===== src/wb_arb_pkg.sv =====
/*
 * Arbitration definitions for the shared-bus host block.
 * Gives the number of masters and the grant encoding used by the
 * arbiter state register, the master multiplexer and the top level.
 */

`default_nettype none

package wb_arb_pkg;

   // Number of masters sharing the slave
   localparam int N_MST = 3;

   // Grant state, one code per master
   // Code 3 is never reached by the arbiter
   typedef enum logic [1:0] {
      GNT_M0 = 2'd0,
      GNT_M1 = 2'd1,
      GNT_M2 = 2'd2
   } grant_e;

endpackage

`default_nettype wire


===== src/wb_bus_pkg.sv =====
/*
 * Wishbone bus definitions for the shared-bus host block.
 * Holds the classic request and response bundles that travel between
 * the masters, the master multiplexer and the SRAM slave, plus the
 * data widths and the size of the on-chip memory.
 */

`default_nettype none

package wb_bus_pkg;

   //////////////////////////////////////////////////
   // Bus and memory sizes
   //////////////////////////////////////////////////

   // Data bus width in bits
   localparam int WB_DW = 32;
   // One select bit per data byte
   localparam int WB_SW = 4;
   // Word address width of the SRAM, taken from adr[9:2]
   localparam int MEM_AW = 8;
   // Number of 32-bit words held by the SRAM
   localparam int MEM_WORDS = 1 << MEM_AW;

   //////////////////////////////////////////////////
   // Request and response bundles
   //////////////////////////////////////////////////

   // One master's classic Wishbone request
   typedef struct packed {
      logic             cyc;
      logic             stb;
      logic             we;
      logic [31:0]      adr;  // Byte address
      logic [WB_SW-1:0] sel;
      logic [WB_DW-1:0] dat;  // Write data
   } wb_req_t;

   // Slave response, read data is only meaningful while ack is high
   typedef struct packed {
      logic             ack;
      logic [WB_DW-1:0] dat;
   } wb_rsp_t;

endpackage

`default_nettype wire


===== src/wb_master_mux.sv =====
/*
 * Wishbone master multiplexer.
 * Forwards the granted master's request to the single slave and hands
 * the slave response back to that master only. All other masters see
 * ack low and zero read data. Purely combinational on the data path.
 */

`timescale 1ns/1ps
`default_nettype none

module wb_master_mux (
   input  logic                clk,
   input  logic                rstn,
   input  wb_arb_pkg::grant_e  gnt,
   input  wb_bus_pkg::wb_req_t m_req [wb_arb_pkg::N_MST],
   output wb_bus_pkg::wb_rsp_t m_rsp [wb_arb_pkg::N_MST],
   output wb_bus_pkg::wb_req_t s_req,
   input  wb_bus_pkg::wb_rsp_t s_rsp
);

   import wb_bus_pkg::*;
   import wb_arb_pkg::*;

   // Per-master ack as seen at the master side, gathered for checking
   logic [N_MST-1:0] ack_vec;

   //////////////////////////////////////////////////
   // Request and response steering
   //////////////////////////////////////////////////

   // Nothing reaches the slave unless a master is named by the grant,
   // so an idle or unused grant code leaves cyc and stb low
   always_comb begin
      s_req = '0;
      for (int i = 0; i < N_MST; i++) begin
         // Responses default to zero for every master
         m_rsp[i] = '0;
         if (gnt == grant_e'(i)) begin
            s_req    = m_req[i];
            m_rsp[i] = s_rsp;
         end
      end
   end

   // Collect the returned acks into one vector
   always_comb begin
      for (int i = 0; i < N_MST; i++) begin
         ack_vec[i] = m_rsp[i].ack;
      end
   end

   //////////////////////////////////////////////////
   // Checks
   //////////////////////////////////////////////////

   // The slave response is never broadcast to more than one master
   a_ack_onehot: assert property (@(posedge clk) disable iff (!rstn)
      $onehot0(ack_vec));

   // A slave ack only reaches a master that is actually on the bus
   a_ack_owner: assert property (@(posedge clk) disable iff (!rstn)
      s_rsp.ack |-> s_req.cyc);

endmodule

`default_nettype wire


===== config.mk =====
export PLATFORM = sky130hd
export DESIGN_NAME = wb_master_mux
export DESIGN_NICKNAME = d
export VERILOG_FILES = /design/src/wb_arb_pkg.sv /design/src/wb_bus_pkg.sv /design/src/wb_master_mux.sv
export SDC_FILE = /design/constraint.sdc
export NUM_CORES = 1
export LEC_CHECK = 0
export BUFFER_PORTS_ARGS = -buffer_cell sky130_fd_sc_hd__buf_2
export CAP_MARGIN = 30
export CORE_AREA = 2 2 163 165
export DETAILED_ROUTE_END_ITERATION = 8
export DIE_AREA = 0 0 165 167
export PLACE_DENSITY = 0.42
export REMOVE_ABC_BUFFERS = 1
export SETUP_SLACK_MARGIN = 0.1
export SKIP_LAST_GASP = 1
export SLEW_MARGIN = 5
export SYNTH_ARGS = -nofsm -noshare
export SYNTH_HDL_FRONTEND = slang
export SYNTH_SLANG_ARGS = --single-unit

===== constraint.sdc =====
create_clock -name vclk -period 1.6
set_clock_uncertainty 0.1 [all_clocks]
set_input_delay 0.08 -clock vclk [all_inputs]
set_output_delay 0.08 -clock vclk [all_outputs]
set_load 0.02 [all_outputs]

# After elaboration in Yosys (flattened, before gate mapping)
# Index checks and enable logic that the tools add are counted.
totals:
  regBits: 0
  input_bits: 250
  out_inout_bits: 170
  wordCells: 9
classes:
  n_eq_ne: 2
  mux: 6
  reduce_logical: 1
ops:
  columns: ["cell", "n"]
  rows:
  - ["2-to-1 mux 71 bit", 3]
  - ["2-to-1 mux 33 bit", 3]
  - ["equality test 2 x 1 -> 1 bit, second input constant", 1]
  - ["equality test 2 bit, second input constant", 1]
  - ["zero test 2 bit", 1]

# Longest topological paths before layout
# Gate-level depths: netlist of the first run.
depth:
  ltp_word: 4
  depth_mapped: 4
  depth_no_buf: 2

# Worst setup path after synthesis of the first run
# No wires, ideal clock.
synth_timing:
  path_type: "in2out"
  from: "input port gnt[0]"
  to: "output port s_req[10] in the netlist's numbering"
  arrival_time_ps: 924
  required_ps: 1420
  setup_slack_ps: 496
  cell_stages: 4
  path_buffers: 2
  cell_sequence: "buf_4 > clkbuf_4 > mux2i_1 > o2bb2ai_1"
synth_lines:
  columns: ["element", "line", "text"]
  rows:
  - ["start: declaration", "wb_master_mux.sv:14", "input wb_arb_pkg::grant_e gnt,"]
  - ["end: declaration", "wb_master_mux.sv:17", "output wb_bus_pkg::wb_req_t s_req,"]

==> impl_metrics.toml, run 1 <==
[place]
gp_congestion = 0.746
hpwl_microns = 12400
portBuffers = 418
postPlaceCellArea_sq_um = 4690

[logic_synthesis]
yosys-top-cells-area = "mux2i_1, o2bb2ai_1, and2_1"
synth-seq-area-share = 0
syn-cell-area_sq_um = 2140
synthDistinctLibCells = 10
synthCells = 277
synthMuxAreaShare = 0.332
synth_top_area_cell = "mux2i_1"
yosys-top-cells-count = "and2_1, mux2i_1, o2bb2ai_1"
yosysMostFrequentCell = "and2_1"
synthAdderAreaFrac = 0
synth_xor_area_frac = 0
post_synth.cell_area_avg_sq_um = 7.73
ys_warn_count = 0
synth_compound_gate_area_share = 0.290
synth_top_family_by_area = "multiplexers"
yosys.area_share.simple = 0.298
netlist.area_leader.share = 0.332

[layout]
clkbuf_count = 0
final_cell_area_sq_um = 4690
ff_latch_area_sq_um = 0
seq_cells = 0
drive_gt1_frac = 0.643
area_growth_pct = 119
fill_cells = 2941
antennaDiodeCount = 0
fin_nets = 929

[min_path]
hp-class = "input pin to output port"
hold_depth = 3
min_from = "m_req[50]"
hold_end = "s_req[50]"

[floorplanning]
core_area_sq_um = 25800
initial_core_util = 0.0831
die_area_sq_um = 27600
io_pins = 420
rows = 59
die_x_microns = 165
die_h_microns = 167

[sta]
rsz0062_at_grt = "false"
slew_viol_final = 0
fin_crit_sh = 0.854
tns_ns = 0
post-route-min-period_ns = 1.37
max_freq_mhz = 732
maxSlewHeadroom = 0.781
hold_violations = 0
timing.hold.ws_ns = 0.381
setup_viol = 0
worstMarginPinSlew_ns = 0.328

[route]
drtIter0Drc = 62
vias = 3694
first_pass_iters = 4
avgRoutedWirePerCell_microns = 14.2
routed_wl_microns = 14400
ant_nets = 0
viasPerCell = 3.65
route.detailed.drc = 0

[global_routing]
grt_pass1_wl_microns = 19600
first_global_vias = 3605
antenna_found_initial = 3
grt_max_degree = 68
gr-total-overflow = 0
globalRouteTotalUtil = 0.0904

[pwr]
power.switching_mw = 0.785
sw_frac_of_total = 0.557
clockPowerShare = 0
intPower_mw = 0.624
irDropWorstVdd_mv = 0.0835
powerDensity_nw_per_um2 = 300
p_total_mw = 1.41
p_leak_nw = 2.74
p_comb_frac = 1.000
p_seq_frac = 0

[critical_path]
criticalPathCategory = "input pin to output port"
endpoint_kind = "output port"
worstPathMaxFanout = 24
arrival_ns = 1.19
startpoint_type = "input pin"
cp.required_ns = 1.42

[job]
drv_cap = 0

[clocking]
postCtsHoldBufs = 0
post_cts_buffers = 0

[run_status]
status = "complete, no violations"
-- worst max-delay path: stages --
cell       delay (ns)
buf_6            0.19
buf_12           0.23
buf_4            0.19
mux2i_1          0.18
o2bb2ai_1        0.10
buf_2            0.17
-- logic make-up after synthesis --
| logic type | after synthesis |
|---|---|
| buffers and inverters | 33 |
| muxes | 71 |
| and+or+nand+nor | 102 |
| AOI/OAI and AO/OA | 71 |
-- cells in the final DEF, fill, tap and decap left out --
master / synthesis / final
and2_1: 99 / 99
and2b_1: 2 / 1
and2b_4: 0 / 1
buf_12: 0 / 7
buf_2: 14 / 417
buf_4: 6 / 8
buf_6: 0 / 1
mux2i_1: 71 / 71
nor2_2: 0 / 1
o2bb2ai_1: 71 / 71
-- area by class of cell --
class / count / area [sq um] / share of cell area
Tap cell: 335 / 419 / 0.0893
Multi-Input combinational cell: 244 / 1980 / 0.421
Timing Repair Buffer: 433 / 2300 / 0.490
-- routing by layer --
metal  vias up  global-route usage  wire [microns]
met5         -                   0              27
met4         4                   0              17
met3         6              0.0134            1460
met2       250               0.190            7520
met1      1607              0.0975            5360
li1       1827                   -               -
-- power groups by stage --
| stage | clock, mW | combinational [mW] | sequential, mW |
|---|---|---|---|
| floorplan | 0 | 0.658 | 0 |
| global placement | 0 | 1.43 | 0 |
| detailed placement | 0 | 1.42 | 0 |
| CTS | 0 | 1.43 | 0 |
| global route | 0 | 1.53 | 0 |
| finish | 0 | 1.41 | 0 |
-- through the flow --
step	cells	utilization	setup WS (ns)
after floorplan	244	-	-0.657
after global placement	1012	0.182	0.138
after detailed placement	1012	0.182	0.144
after CTS	1012	0.182	0.142
after global routing	1012	0.182	0.147
final	1012	0.182	0.234
-- worst max-delay path by stage --
stage | end | startpoint | cells after the start | slack, ns
4_1_cts | s_req[16] | gnt[0] | 5 | 0.14
5_1_grt | s_req[6] | gnt[0] | 6 | 0.15
3_5_place_dp | s_req[16] | gnt[0] | 5 | 0.14
2_1_floorplan | m_rsp[0] | gnt[0] | 2 | -0.66
3_3_place_gp | s_req[16] | gnt[0] | 5 | 0.14
6_report | s_req[6] | gnt[0] | 6 | 0.23
-- repair_timing --
item,in CTS,in global routing
endpoints found under the setup margin,0,6
resized for setup,0,1
hold endpoints to repair,0,0
(Power assumes the default switching activity.)
==> run 2: changes to the inputs <==
ABC_AREA = 1   (was unset)
CORE_AREA = 2 2 161 163   (was 2 2 163 165)
DIE_AREA = 0 0 163 165   (was 0 0 165 167)
PLACE_DENSITY = 0.44   (was 0.42)
==> run 2 against run 1 <==
Effect of this change: via count increased by 29%; global-route usage is 2.3 points higher; first-iteration DRC count rose to 3.7 times the previous value; non-clock buffer count shrank 1; sequential cell count stayed put; hold slack improved by 0.00081 ns; die area down 2.4%; utilization increased by 0.21 points; cell count is 17% higher; total power grew 6.6%; maximum frequency fell by 2.4%.
==> impl_metrics.toml, run 2 <==
[min_path]
min_from = "m_req[165]"
hp-class = "input pin to output port"
hold_depth = 4
hold_end = "s_req[23]"

[critical_path]
startpoint_type = "input pin"
worstPathMaxFanout = 33
endpoint_kind = "output port"
cp.required_ns = 1.42
criticalPathCategory = "input pin to output port"
arrival_ns = 1.22

[logic_synthesis]
synth_xor_area_frac = 0
synth_top_area_cell = "nand3_1"
synthCells = 468
synth-seq-area-share = 0
yosys.area_share.simple = 0.760
yosys-top-cells-area = "nand3_1, nor2_1, nand2_1"
synth_compound_gate_area_share = 0
synthMuxAreaShare = 0
synth_top_family_by_area = "simple AND/OR/NAND/NOR gates"
yosys-top-cells-count = "nand3_1, nor2_1, nand2_1"
yosysMostFrequentCell = "nand3_1"
post_synth.cell_area_avg_sq_um = 4.88
synthAdderAreaFrac = 0
netlist.area_leader.share = 0.466
syn-cell-area_sq_um = 2290
ys_warn_count = 0
synthDistinctLibCells = 11

[pwr]
powerDensity_nw_per_um2 = 326
irDropWorstVdd_mv = 0.116
p_leak_nw = 2.91

[global_routing]
first_global_vias = 4285
grt_pass1_wl_microns = 24000
gr-total-overflow = 0
globalRouteTotalUtil = 0.114
antenna_found_initial = 1
grt_max_degree = 72

[floorplanning]
initial_core_util = 0.0913
die_x_microns = 163
io_pins = 420
core_area_sq_um = 25000
die_h_microns = 165
rows = 58
die_area_sq_um = 26900

[layout]
area_growth_pct = 102
seq_cells = 0
fill_cells = 2931
fin_nets = 1106
final_cell_mix = "buf_2, nand3_1, nor2_1"
final_cell_area_sq_um = 4610
layout_commonest_cell = "buf_2"
antennaDiodeCount = 0
drive_gt1_frac = 0.513
ff_latch_area_sq_um = 0
clkbuf_count = 0

[sta]
hold_violations = 0
slew_viol_final = 0
post-route-min-period_ns = 1.40
finalWorstSetupSlack_ns = 0.200
fin_crit_sh = 0.875
rsz0062_at_grt = "false"
worstMarginPinSlew_ns = 0.644
max_freq_mhz = 714
setup_viol = 0
maxSlewHeadroom = 0.570

[route]
avgRoutedWirePerCell_microns = 15.0
first_pass_iters = 5
drtIter0Drc = 227
viasPerCell = 4.01
routed_wl_microns = 17800
vias = 4748
route.detailed.drc = 0
ant_nets = 0

[place]
place_ws_ns = 0.142
portBuffers = 418
gp_congestion = 0.816
postPlaceCellArea_sq_um = 4570
hpwl_microns = 14700

[clocking]
postCtsHoldBufs = 0
post_cts_buffers = 0

[run_status]
status = "complete, no violations"

[job]
drv_cap = 0
==> run 2: cell count changes after synthesis, moves of 71 or more <==
cell	previous run	this run
mux2i_1	71	0
o2bb2ai_1	71	0
and2_1	99	0
nor2_1	1	99
nand3_1	0	213
nand2_1	0	71
==> run 2: worst max-delay path, cell delays in order <==
cell and delay [ns]:
buf_2 0.25, nor2_4 0.11, inv_2 0.48, nor2_1 0.10
buf_2 0.19
==> run 2: stage by stage <==
step / total power [mW] / cells / hold WS (ns) / utilization / setup TNS (ns)
final: 1.50 / 1184 / 0.382 / 0.184 / 0
after global routing: 1.63 / 1184 / 0.398 / 0.184 / 0
after CTS: 1.50 / 1183 / 0.379 / 0.183 / 0
after detailed placement: 1.49 / 1183 / 0.380 / 0.183 / 0
after global placement: 1.49 / 1183 / 0.378 / 0.183 / 0
after floorplan: 0.683 / 422 / 0.223 / - / -7.27
==> run 2: how the worst max path moves through the flow <==
stage                      start        end  slack, ns  cells after the start
after floorplan           gnt[1]  m_rsp[66]      -0.22                      3
after global routing      gnt[1]  m_rsp[84]       0.13                      5
final                     gnt[1]  m_rsp[78]       0.20                      5
after detailed placement  gnt[1]   m_rsp[7]       0.14                      5
after CTS                 gnt[1]   m_rsp[7]       0.14                      5
after global placement    gnt[1]  m_rsp[15]       0.16                      5
==> run 2: cells by family after synthesis <==
kind of cell / Yosys count
and+or+nand+nor: 386
buffers and inverters: 82
==> run 2: what timing repair did <==
| item | 4_1_cts | 5_1_grt |
|---|---|---|
| gates resized for setup | 0 | 2 |
| setup endpoints to repair | 0 | 33 |
| endpoints found under the hold margin | 0 | 0 |
==> run 2: power by group <==
part | internal, mW | total (mW) | switching, mW
Combinational | 0.567 | 1.50 | 0.935
Clock | 0 | 0 | 0
Sequential | 0 | 0 | 0
==> run 2: per-layer routing <==
| layer | global-route usage | part of all wire | up-vias |
|---|---|---|---|
| met5 | 0 | 0 | - |
| met4 | 0.00282 | 0.0046 | 0 |
| met3 | 0.0103 | 0.080 | 6 |
| met2 | 0.220 | 0.51 | 299 |
| met1 | 0.143 | 0.40 | 2131 |
| li1 | - | - | 2312 |
==> run 2: cell type report <==
type | count | area (sq um) | share of cell area
multi-input combinational | 386 | 1750 | 0.379
timing repair buffer | 432 | 2310 | 0.501
inverter | 36 | 145 | 0.0315
tap | 330 | 413 | 0.0895
