**config.mk**
```make
export PLATFORM = sky130hd
export DESIGN_NAME = wb_arb
export DESIGN_NICKNAME = d
export VERILOG_FILES = /design/src/wb_arb_pkg.sv /design/src/wb_arb.sv
export SDC_FILE = /design/constraint.sdc
export NUM_CORES = 1
export LEC_CHECK = 0
export BUFFER_PORTS_ARGS = -buffer_cell sky130_fd_sc_hd__clkbuf_2
export CAP_MARGIN = 20
export CORE_AREA = 2 2 39 41
export CTS_CLUSTER_DIAMETER = 60
export DETAILED_ROUTE_END_ITERATION = 7
export DIE_AREA = 0 0 41 43
export PLACE_DENSITY = 0.3
export SYNTH_ARGS = -nofsm -noshare
export SYNTH_HDL_FRONTEND = slang
export SYNTH_SLANG_ARGS = --single-unit
```
**constraint.sdc**
```tcl
create_clock -name clk -period 1 [get_ports clk]
set_input_delay 0.1 -clock clk [delete_from_list [all_inputs] [get_ports clk]]
set_output_delay 0.1 -clock clk [all_outputs]
set_load 0.005 [all_outputs]
```
**src/wb_arb_pkg.sv**
```systemverilog
/*
 * Arbitration definitions for the shared-bus host block.
 * Gives the number of masters and the grant encoding used by the
 * arbiter state register, the master multiplexer and the top level.
 */

`default_nettype none

package wb_arb_pkg;

   // Number of masters sharing the slave
   localparam int N_MST = 3;

   // Grant state, one code per master
   // Code 3 is never reached by the arbiter
   typedef enum logic [1:0] {
      GNT_M0 = 2'd0,
      GNT_M1 = 2'd1,
      GNT_M2 = 2'd2
   } grant_e;

endpackage

`default_nettype wire

```
**src/wb_arb.sv**
```systemverilog
/*
 * Round-robin Wishbone arbiter for three masters.
 * The owner keeps the bus while its cyc is high; when it lets go the
 * grant passes to the next requester in rotating order, and with no
 * requests at all the grant stays parked at the last owner.
 */

`timescale 1ns/1ps
`default_nettype none

module wb_arb (
   input  logic                          clk,
   input  logic                          rstn,
   input  logic [wb_arb_pkg::N_MST-1:0]  req,
   output wb_arb_pkg::grant_e            gnt
);

   import wb_arb_pkg::*;

   // Current owner and the owner for the next cycle
   grant_e state;
   grant_e state_nxt;

   // The grant is the state register itself, so it changes one
   // cycle after the request pattern that justifies it
   assign gnt = state;

   //////////////////////////////////////////////////
   // State register
   //////////////////////////////////////////////////

   always_ff @(posedge clk or negedge rstn) begin
      if (!rstn) begin
         state <= GNT_M0;
      end else begin
         state <= state_nxt;
      end
   end

   //////////////////////////////////////////////////
   // Round-robin next state
   //////////////////////////////////////////////////

   // Each branch first checks the owner, then searches the other two
   // masters starting with the one right after the owner
   always_comb begin
      state_nxt = state;
      case (state)
         GNT_M0: begin
            if (!req[0]) begin
               if (req[1]) begin
                  state_nxt = GNT_M1;
               end else if (req[2]) begin
                  state_nxt = GNT_M2;
               end
            end
         end
         GNT_M1: begin
            if (!req[1]) begin
               if (req[2]) begin
                  state_nxt = GNT_M2;
               end else if (req[0]) begin
                  state_nxt = GNT_M0;
               end
            end
         end
         GNT_M2: begin
            if (!req[2]) begin
               if (req[0]) begin
                  state_nxt = GNT_M0;
               end else if (req[1]) begin
                  state_nxt = GNT_M1;
               end
            end
         end
         // Recover to master 0 should the unused code ever appear
         default: state_nxt = GNT_M0;
      endcase
   end

   //////////////////////////////////////////////////
   // Checks
   //////////////////////////////////////////////////

   // The grant never takes the unused encoding
   a_gnt_legal: assert property (@(posedge clk) disable iff (!rstn)
      state inside {GNT_M0, GNT_M1, GNT_M2});

   // An owner that keeps its request keeps the bus next cycle
   a_owner_kept: assert property (@(posedge clk) disable iff (!rstn)
      req[state] |=> $stable(state));

endmodule

`default_nettype wire

```
After elaboration in Yosys (flattened, before gate mapping)

Index checks and enable logic that the tools add are counted.

Bits of input ports: 5
Bits in registers: 2
Output and inout bits: 2

Muxes and demuxes: 10
Equality and inequality tests: 8
Reduce and logical (&&, ||, !) cells: 2

Operator list:

| operator                                       | count |
|---|---|
| 2-to-1 mux 2 bit                               | 9 |
| inequality test 3 bit (second input constant)  | 3 |
| inequality test 2 bit (second input constant)  | 3 |
| case mux 2 bit (3 select lines)                | 1 |
| AND reduction 6 bit                            | 1 |
| == test 2 x 1 -> 1 bit (second input constant) | 1 |
| == test 2 bit (second input constant)          | 1 |
| zero test 2 bit                                | 1 |

Logic depth before layout (Yosys ltp)

Gate-level depths: netlist of the first run.

Word-level depth: 4
Mapped depth: 3
Gate-level depth less buffers: 3

Worst setup path after synthesis of the first run

No wires, ideal clock.

Kind: reg2reg
Start: register state[0] (netlist: gnt[0])
End: register state[1] (netlist: gnt[1])
Library setup time: 0.122 ns
Stages on the path, launching flop included: 4
Buffers on the path: 0
Period minus slack after synthesis: 0.829 ns
Slack: 0.171 ns
Data arrival time: 0.708 ns
Cells stage by stage: dfrtp_1 > inv_1 > a211oi_1 > a32o_1

Longest elaborated chain between the ends: 3
Elaborated cells on any way between the ends: 11
Classes of those cells: eq/ne: 8; mux: 1; reduce/logical: 2

Ends and longest elaborated chain:

| element                                                                         | line         | source |
|---|---|---|
| from (decl)                                                                     | wb_arb.sv:21 | `grant_e state;` |
| from (signal assigned)                                                          | wb_arb.sv:36 | `state <= state_nxt;` |
| == test 2 x 1 -> 1 bit (tied with other cells)                                  | wb_arb.sv:48 | `case (state)` |
| inequality test 3 bit (no source line) or inequality test 2 bit (tied branches) | n/a          |  |
| AND reduction 6 bit (no source line)                                            | n/a          |  |

Parallel ways exist; a longest one is shown, timed or not.
A chain may end at the register's enable or synchronous reset.

Worst setup path after layout of the first run

Same ends and word-level chain as after synthesis.

==> qor.yml, run 1 <==
synth:
  netlist-cell-type-count: 9
  synth_area_um2: 113
  syn_nets: 16
  yosysWarnings: 0
  ys_ff_latch: 2
  synthCells: 11
  ys_seq_area_share_pct: 44.4
  syn_avg_cell_area_um2: 10.2
  yosys.area.top_type: "dfrtp_1"
  synth_top_area_share_pct: 44.4
  synth.area.top_cells: "dfrtp_1 44%, o21bai_1 13%, a32o_1 8.9%"
grt:
  track_usage_pct: 4.12
  grt.overflow.total: 0
  grt_pass1_vias: 112
  grt_pass1_wl_um: 400
  grt_max_degree: 5
  grt_antenna_before_repair: 0
floorplanning:
  dieArea_um2: 1760
  die_h_um: 43
  io_pins: 7
  coreArea_um2: 1380
  initial_core_util_pct: 8.14
  die_w_um: 41
  fp-row-count: 14
power:
  pwr-share-comb_pct: 18.5
  p_per_area_nw_per_um2: 1840
  p_leak_nw: 0.0900
  switching_share_pct: 26.3
  p_sw_w: 0.0000943
  p_int_w: 0.000265
  totalPowerFinal_w: 0.000359
  clkPwrFrac_pct: 50.5
  seqPwrFrac_pct: 31.0
  ir_worst_vdd_mv: 0.565
sta:
  setup_violations: 0
  hold_viol: 0
  fin_crit_sh_pct: 88.7
  worst_pin_slew_ns: 0.187
  skew_ns: 0.00240
  rsz0062_at_grt: "false"
  drv_slew: 0
  clock.fmax_mhz: 1130
  fin_tns_setup_ns: 0
  slew_headroom_pct: 87.5
  period_needed_ns: 0.887
  worst_slack_ns: 0.113
routing:
  vias: 127
  first_iter_violations: 0
  drt_pass1_iterations: 1
  wl_per_cell_um: 8.24
  avgViaCountPerCell: 3.43
  drc: 0
  final_antenna_net_count: 0
  totalWireLength_um: 305
worst_hold_path:
  min_path_type: "input pin to register"
status:
  status: "complete, no violations"
layout:
  largest_reg_flops: 2
  nFillCells: 156
  drive_above_1_share_pct: 47.6
  area_growth_pct: 73.3
  fin_nets: 28
  final_area_um2: 195
  n_antenna_cell: 0
clock_tree:
  tritoncts: "yes"
  cts-buffers-inserted: 3
  cts_sinks: 2
  path_clk_slew_ns: 0.03
  clockBufferDepth: 2
  clk_latency_ns: 0.22
  htreeDepth: 1
  cts_root_buffer: "clkbuf_4"
place:
  place_area_um2: 163
  dp_slack_ns: 0.120
  place.gp.congestion: 0.453
  numPortBuffers: 6
worst_setup_path:
  arrival_ns: 1.04
  worst_setup_path_end_kind: "register"
  startpoint_type: "register"
  worstPathRequired_ns: 1.15
  crit_type: "register to register"
  path_max_fanout: 4
job:
  max-cap-violations: 0
==> logic make-up after synthesis <==
group                  Yosys count  synth area share (%)
buffers and inverters            1                  3.33
DFF                              2                  44.4
AOI/OAI and AO/OA                6                  41.1
and+or+nand+nor                  2                  11.1
==> stage by stage <==
| stage | hold WS (ns) | util [%] | std cells |
|---|---|---|---|
| floorplan | -0.196 | - | 11 |
| global placement | -0.112 | 11.8 | 33 |
| detailed placement | -0.112 | 11.8 | 33 |
| CTS | 0.169 | 14.1 | 37 |
| global route | 0.185 | 14.1 | 37 |
| finish | 0.180 | 14.1 | 37 |
==> per-layer routing <==
metal	wire (um)	vias up	part of all wire [%]	GRT usage, %
li1	-	63	-	-
met2	117	7	38	3.75
met5	0	-	0	0
met4	0	0	0	6.00
met3	44	0	14	3.14
met1	143	57	47	4.50
==> synthesized netlist by cell type <==
cell	instances
a211oi_1	1
o21bai_1	2
nor2_1	1
inv_1	1
o2bb2ai_1	1
dfrtp_1	2
a21oi_1	1
a32o_1	1
nor2b_2	1
==> worst max-delay path, cell delays in order, from the launching register on <==
cell and delay [ns]:
dfrtp_1 0.38, inv_1 0.07, a211oi_1 0.20, a32o_1 0.17
==> final cells by class <==
class,instances,area [um^2],area share [%]
Timing Repair Buffer,7,40.0,20.5
Inverter,1,3.75,1.92
Clock buffer,3,22.5,11.5
Multi-Input combinational cell,8,58.8,30.1
Sequential cell,2,50.0,25.6
Tap cell,16,20.0,10.3
==> path summary, 6_finish.rpt <==
check                                     endpoint  depth (start not counted)          startpoint  slack (ns)
worst max-delay path            gnt[1]$_DFFE_PN0P_                          3  gnt[0]$_DFFE_PN0P_        0.11
worst min-delay path            gnt[1]$_DFFE_PN0P_                          2              req[2]        0.18
worst max register to register  gnt[1]$_DFFE_PN0P_                          3  gnt[0]$_DFFE_PN0P_        0.11
worst min register to register  gnt[0]$_DFFE_PN0P_                          1  gnt[1]$_DFFE_PN0P_        0.50
max in group asynchronous       gnt[1]$_DFFE_PN0P_                          2                rstn        0.71
min in group asynchronous       gnt[0]$_DFFE_PN0P_                          2                rstn        0.19
==> power by group through the flow <==
stage | sequential (W) | combinational, W | clock, W
6_report | 0.000111 | 0.0000663 | 0.000181
2_1_floorplan | 0.000111 | 0.0000293 | 0
3_5_place_dp | 0.000112 | 0.0000645 | 0
5_1_grt | 0.000113 | 0.0000743 | 0.000200
4_1_cts | 0.000111 | 0.0000677 | 0.000195
3_3_place_gp | 0.000110 | 0.0000622 | 0
==> what timing repair did <==
| action | 4_1_cts | 5_1_grt |
|---|---|---|
| resized for setup | 0 | 0 |
| endpoints found under the hold margin | 2 | 0 |
| buffers inserted | 0 | 0 |
| hold buffers | 1 | 0 |
==> placed cells by master, fill, tap and decap left out <==
cell type / netlist / final
clkbuf_2: 0 / 6
clkbuf_4: 0 / 3
o21bai_1: 2 / 2
dfrtp_1: 2 / 2
inv_1: 1 / 1
a211oi_1: 1 / 1
a32o_1: 1 / 1
nor2b_2: 1 / 1
nor2_1: 1 / 1
a21oi_1: 1 / 1
o2bb2ai_1: 1 / 1
dlygate4sd3_1: 0 / 1
(Power assumes the default switching activity.)
==> inputs of run 2 (changes only) <==
--- a/config.mk
+++ b/config.mk
@@ -7,11 +7,13 @@
 export LEC_CHECK = 0
 export BUFFER_PORTS_ARGS = -buffer_cell sky130_fd_sc_hd__clkbuf_2
 export CAP_MARGIN = 20
+export CELL_PAD_IN_SITES_DETAIL_PLACEMENT = 1
+export CELL_PAD_IN_SITES_GLOBAL_PLACEMENT = 1
 export CORE_AREA = 2 2 39 41
 export CTS_CLUSTER_DIAMETER = 60
 export DETAILED_ROUTE_END_ITERATION = 7
 export DIE_AREA = 0 0 41 43
-export PLACE_DENSITY = 0.3
+export PLACE_DENSITY = 0.31
 export SYNTH_ARGS = -nofsm -noshare
 export SYNTH_HDL_FRONTEND = slang
 export SYNTH_SLANG_ARGS = --single-unit
==> run 2 against run 1 <==
Against the previous run:
- sequential share of layout area is the same
- utilization unchanged
- non-clock buffer count is the same
- maximum frequency increased by 0.79%
- register-to-register slack hardly changed
- highest routed layer unchanged
==> qor.yml, run 2 (synthesized netlist as in run 1, its figures left out) <==
status:
  status: "complete, no violations"
worst_setup_path:
  startpoint_type: "register"
  worstPathRequired_ns: 1.15  # about the same
  worst_setup_path_end_kind: "register"
  max_stage_delay_ns: 0.38  # about the same
  arrival_ns: 1.03  # about the same
  cpMaxStageDelayCell: "dfrtp_1"
  worstPathCellList: "inv_1, a211oi_1, a32o_1"
  crit_type: "register to register"
  path_max_fanout: 4  # unchanged
power:
  p_per_area_nw_per_um2: 1820  # -1.2%
  ir_worst_vdd_mv: 0.524  # -7.2%
  p_leak_nw: 0.0900  # unchanged
sta:
  rsz0062_at_grt: "false"
  drv_slew: 0  # unchanged
  setup_violations: 0  # unchanged
  clock.fmax_mhz: 1140  # +0.79%
  whs_ns: 0.177  # -0.00299 ns
  hold_viol: 0  # unchanged
  fin_crit_sh_pct: 88.0  # -0.69 points
  slew_headroom_pct: 87.4  # about the same
  worst_pin_slew_ns: 0.188  # +0.00109 ns
  fin_tns_setup_ns: 0  # unchanged
  period_needed_ns: 0.880  # -0.00695 ns
  skew_ns: 0.00138  # -0.00102 ns
floorplanning:
  dieArea_um2: 1760  # unchanged
  initial_core_util_pct: 8.14  # unchanged
  die_h_um: 43  # unchanged
  io_pins: 7  # unchanged
  coreArea_um2: 1380  # unchanged
  fp-row-count: 14  # unchanged
  die_w_um: 41  # unchanged
clock_tree:
  clk_latency_ns: 0.22  # about the same
  tritoncts: "yes"
  cts_resized: 0  # unchanged
  path_clk_slew_ns: 0.03  # about the same
  clockBufferDepth: 2  # unchanged
  cts-buffers-inserted: 3  # unchanged
  cts_sinks: 2  # unchanged
  cts_root_buffer: "clkbuf_4"
  htreeDepth: 1  # unchanged
grt:
  track_usage_pct: 4.32  # +0.20 points
  grt.overflow.total: 0  # unchanged
  grt_pass1_vias: 113  # +0.89%
  grt_antenna_before_repair: 0  # unchanged
  grt_pass1_wl_um: 427  # +6.8%
  grt_max_degree: 5  # unchanged
layout:
  nFillCells: 165  # +5.8%
  drive_above_1_share_pct: 47.6  # unchanged
  n_antenna_cell: 0  # unchanged
  fin_nets: 28  # unchanged
  final_cell_mix: "6 x clkbuf_2, 3 x clkbuf_4, 2 x o21bai_1, 2 x dfrtp_1"
  largest_reg_flops: 2  # unchanged
  layoutNonFillerInstCount: 37  # unchanged
  final_common_cell: "clkbuf_2"
  area_growth_pct: 73.3  # unchanged
job:
  max-cap-violations: 0  # unchanged
routing:
  first_iter_violations: 2  # +2
  vias: 128  # +0.79%
  wl_per_cell_um: 8.32  # +0.98%
  drt_pass1_iterations: 4  # +3
  final_antenna_net_count: 0  # unchanged
  avgViaCountPerCell: 3.46  # +0.79%
  drc: 0  # unchanged
  totalWireLength_um: 308  # +0.98%
worst_hold_path:
  min_path_type: "input pin to register"
place:
  dp_cells: 33  # unchanged
  dp_hpwl_um: 230
  numPortBuffers: 6  # unchanged
  place.gp.congestion: 0.553  # +22%
## run 2: worst paths after layout
path / startpoint / endpoint / slack, ns / depth (start not counted)
min in group asynchronous: rstn / gnt[0]$_DFFE_PN0P_ / 0.19 / 2
worst min-delay path: req[2] / gnt[1]$_DFFE_PN0P_ / 0.18 / 2
worst max-delay path: gnt[0]$_DFFE_PN0P_ / gnt[1]$_DFFE_PN0P_ / 0.12 / 3
worst min register to register: gnt[1]$_DFFE_PN0P_ / gnt[0]$_DFFE_PN0P_ / 0.51 / 1
max in group asynchronous: rstn / gnt[1]$_DFFE_PN0P_ / 0.71 / 2
worst max register to register: gnt[0]$_DFFE_PN0P_ / gnt[1]$_DFFE_PN0P_ / 0.12 / 3
## run 2: cell type report
class / count / area [um^2] / share of cell area [%]
clock buffers: 3 / 22.5 / 11.5
inverters: 1 / 3.75 / 1.92
multi-input cells: 8 / 58.8 / 30.1
flip-flops and latches: 2 / 50.0 / 25.6
well taps: 16 / 20.0 / 10.3
repair buffers: 7 / 40.0 / 20.5
## run 2: timing repair
action	in CTS	in global routing
buffers inserted	0	0
hold buffers	1	0
hold endpoints to repair	2	0
## run 2: through the flow
stage | total power [W] | utilization (%) | area [um^2] | worst slack (ns)
after floorplan | 0.000140 | - | 113 | 0.171
after global placement | 0.000178 | 11.8 | 163 | 0.112
after detailed placement | 0.000178 | 11.8 | 163 | 0.113
after CTS | 0.000371 | 14.1 | 195 | 0.103
after global routing | 0.000388 | 14.1 | 195 | 0.0432
final | 0.000355 | 14.1 | 195 | 0.120
## run 2: power by group
group          internal (W)  switching [W]  total (W)  leakage [nW]
clock network      0.000132      0.0000446   0.000177        0.0138
registers         0.0000961      0.0000153   0.000111        0.0253
logic             0.0000357      0.0000306  0.0000663        0.0509
## run 2: worst max-delay path, delay by kind of cell, from the launching register on
family          cells  cell delay [ns]
buf+inv             1             0.07
flops               1             0.38
compound gates      2             0.36
## run 2: per-layer routing
metal  GRT usage, %  part of all wire, %
met5              0                    0
met4           6.00                    0
met3           3.14                   13
met2           3.44                   36
met1           5.47                   51
==> inputs of run 3 (changes only) <==
--- a/config.mk
+++ b/config.mk
@@ -10,9 +10,11 @@
 export CELL_PAD_IN_SITES_DETAIL_PLACEMENT = 1
 export CELL_PAD_IN_SITES_GLOBAL_PLACEMENT = 1
 export CORE_AREA = 2 2 39 41
+export CTS_BUF_LIST = sky130_fd_sc_hd__clkbuf_8 sky130_fd_sc_hd__clkbuf_16
 export CTS_CLUSTER_DIAMETER = 60
 export DETAILED_ROUTE_END_ITERATION = 7
 export DIE_AREA = 0 0 41 43
+export HOLD_SLACK_MARGIN = 0.1
 export PLACE_DENSITY = 0.31
 export SYNTH_ARGS = -nofsm -noshare
 export SYNTH_HDL_FRONTEND = slang
==> run 3 against run 2 <==
Against the previous run:
- design area increased by 9.6%
- count of clock-buffer cells in the layout did not move
- sequential power hardly changed
- via count did not move
- maximum frequency is 0.15% higher
- clock skew shrank 0.00063 ns
- combinational power barely moved
- die area is the same
- critical path type unchanged
- register-to-register slack about the same
- sequential cell count unchanged
- global-route usage down 0.20 points
==> qor.yml, run 3 (synthesized netlist as in run 1, its figures left out) <==
power:
  p_leak_nw: 0.0977  # +8.6%
  p_per_area_nw_per_um2: 2300  # +26%
  ir_worst_vdd_mv: 0.528  # +0.83%
status:
  status: "complete, no violations"
grt:
  grt_antenna_before_repair: 0  # unchanged
  grtUsageMet2_pct: 3.44  # unchanged
  grt_pass1_vias: 106  # -6.2%
  grt_pass1_wl_um: 427  # unchanged
  grt.overflow.total: 0  # unchanged
  grtUsageMet1_pct: 5.79  # +0.32 points
  grt_busiest_layer: "met4"
  track_usage_pct: 4.12  # -0.20 points
  met3_usage_pct: 1.57  # -1.6 points
  grt_max_degree: 5  # unchanged
clock_tree:
  path_clk_slew_ns: 0.03  # about the same
  post_cts_buffers: 0  # unchanged
  htreeDepth: 1  # unchanged
  tritoncts: "yes"
  cts_resized: 0  # unchanged
  clk_latency_ns: 0.21  # about the same
  cts_sinks: 2  # unchanged
  cts-buffers-inserted: 3  # unchanged
  cts_root_buffer: "clkbuf_8"
  clockBufferDepth: 2  # unchanged
  hold_buffers: 1  # unchanged
place:
  dp_cells: 33  # unchanged
  dp_hpwl_um: 230  # unchanged
  numPortBuffers: 6  # unchanged
  place_area_um2: 163  # unchanged
  place.gp.congestion: 0.553  # unchanged
worst_setup_path:
  startpoint_type: "register"
  r2r-end: "gnt[1]$_DFFE_PN0P_"
  r2r_cells: 3  # unchanged
  rr_startpoint: "gnt[0]$_DFFE_PN0P_"
  arrival_ns: 1.02  # about the same
  worstPathRequired_ns: 1.14  # about the same
  crit_type: "register to register"
  r2r_slack_ns: 0.12  # about the same
  path_max_fanout: 4  # unchanged
  worst_setup_path_end_kind: "register"
floorplanning:
  coreArea_um2: 1380  # unchanged
  initial_core_util_pct: 8.14  # unchanged
  fp-row-count: 14  # unchanged
  die_w_um: 41  # unchanged
  dieArea_um2: 1760  # unchanged
  io_pins: 7  # unchanged
  die_h_um: 43  # unchanged
layout:
  area_growth_pct: 90.0
  seq_area_um2: 50.0  # unchanged
  n_antenna_cell: 0  # unchanged
  final_common_cell: "clkbuf_2"
  nFillCells: 161  # -2.4%
  final_cell_mix: "6 x clkbuf_2, 3 x clkbuf_8, 2 x o21bai_1, 2 x dfrtp_1"
  fin_nets: 28  # unchanged
  multi_input_area_um2: 58.8  # unchanged
  final_area_um2: 214  # +9.6%
  layoutNonFillerInstCount: 37  # unchanged
  largest_reg_flops: 2  # unchanged
  fin_util_pct: 15.5  # +1.4 points
  drive_above_1_share_pct: 47.6  # unchanged
sta:
  hold_viol: 0  # unchanged
  period_needed_ns: 0.879  # -0.00131 ns
  worst_pin_slew_ns: 0.188  # unchanged
  fin_tns_setup_ns: 0  # unchanged
  rsz0062_at_grt: "false"
  setup_violations: 0  # unchanged
  drv_slew: 0  # unchanged
  clock.fmax_mhz: 1140  # +0.15%
  skew_ns: 0.000757  # -0.000626 ns
  slew_headroom_pct: 87.4  # unchanged
  fin_crit_sh_pct: 87.9  # -0.13 points
routing:
  totalWireLength_um: 315  # +2.3%
  drc: 0  # unchanged
  vias: 128  # unchanged
  final_antenna_net_count: 0  # unchanged
  first_iter_violations: 2  # unchanged
  wl_per_cell_um: 8.51  # +2.3%
  avgViaCountPerCell: 3.46  # unchanged
  drt_pass1_iterations: 4  # unchanged
worst_hold_path:
  hold_end: "gnt[1]$_DFFE_PN0P_"
  min_path_type: "input pin to register"
  hp-start: "req[2]"
  holdPathStages: 2  # unchanged
job:
  max-cap-violations: 0  # unchanged
## run 3: cell types whose count changed in the layout (fill, tap and decap cells not counted)
cell,before,now
clkbuf_4,3,0
clkbuf_8,0,3
## run 3: critical path, stage by stage, from the launching register on
cell      delay, ns
dfrtp_1        0.37
inv_1          0.07
a211oi_1       0.20
a32o_1         0.16
## run 3: area by class of cell
| cell class | instances | share of cell area, % |
|---|---|---|
| inverter | 1 | 1.75 |
| multi-input combinational | 8 | 27.5 |
| tap | 16 | 9.36 |
| sequential | 2 | 23.4 |
| timing repair buffer | 7 | 18.7 |
| clock buffer | 3 | 19.3 |
## run 3: worst max path at each step
stage / from / to / slack (ns) / cells past startpoint
final: gnt[0]$_DFFE_PN0P_ / gnt[1]$_DFFE_PN0P_ / 0.12 / 3
after global routing: gnt[0]$_DFFE_PN0P_ / gnt[1]$_DFFE_PN0P_ / 0.05 / 3
after CTS: gnt[0]$_DFFE_PN0P_ / gnt[1]$_DFFE_PN0P_ / 0.11 / 3
after detailed placement: gnt[0]$_DFFE_PN0P_ / gnt[1]$_DFFE_PN0P_ / 0.11 / 3
after global placement: gnt[0]$_DFFE_PN0P_ / gnt[1]$_DFFE_PN0P_ / 0.11 / 3
after floorplan: gnt[0]$_DFFE_PN0P_ / gnt[1]$_DFFE_PN0P_ / 0.17 / 3
## run 3: power breakdown
part | internal [W] | total (W) | switching [W]
combinational | 0.0000357 | 0.0000663 | 0.0000306
clock | 0.000254 | 0.000313 | 0.0000591
sequential | 0.0000962 | 0.000112 | 0.0000153
## run 3: metrics by stage
| step | setup WS (ns) | total power [W] | hold slack, ns |
|---|---|---|---|
| finish | 0.121 | 0.000491 | 0.192 |
| global route | 0.0451 | 0.000525 | 0.207 |
| CTS | 0.105 | 0.000507 | 0.190 |
| detailed placement | 0.113 | 0.000178 | -0.112 |
| global placement | 0.112 | 0.000178 | -0.115 |
| floorplan | 0.171 | 0.000140 | -0.196 |
## run 3: layer usage
metal | wire, um | vias up
li1 | - | 64
met2 | 110 | 7
met3 | 39 | 0
met1 | 165 | 57
met4 | 0 | 0
met5 | 0 | -
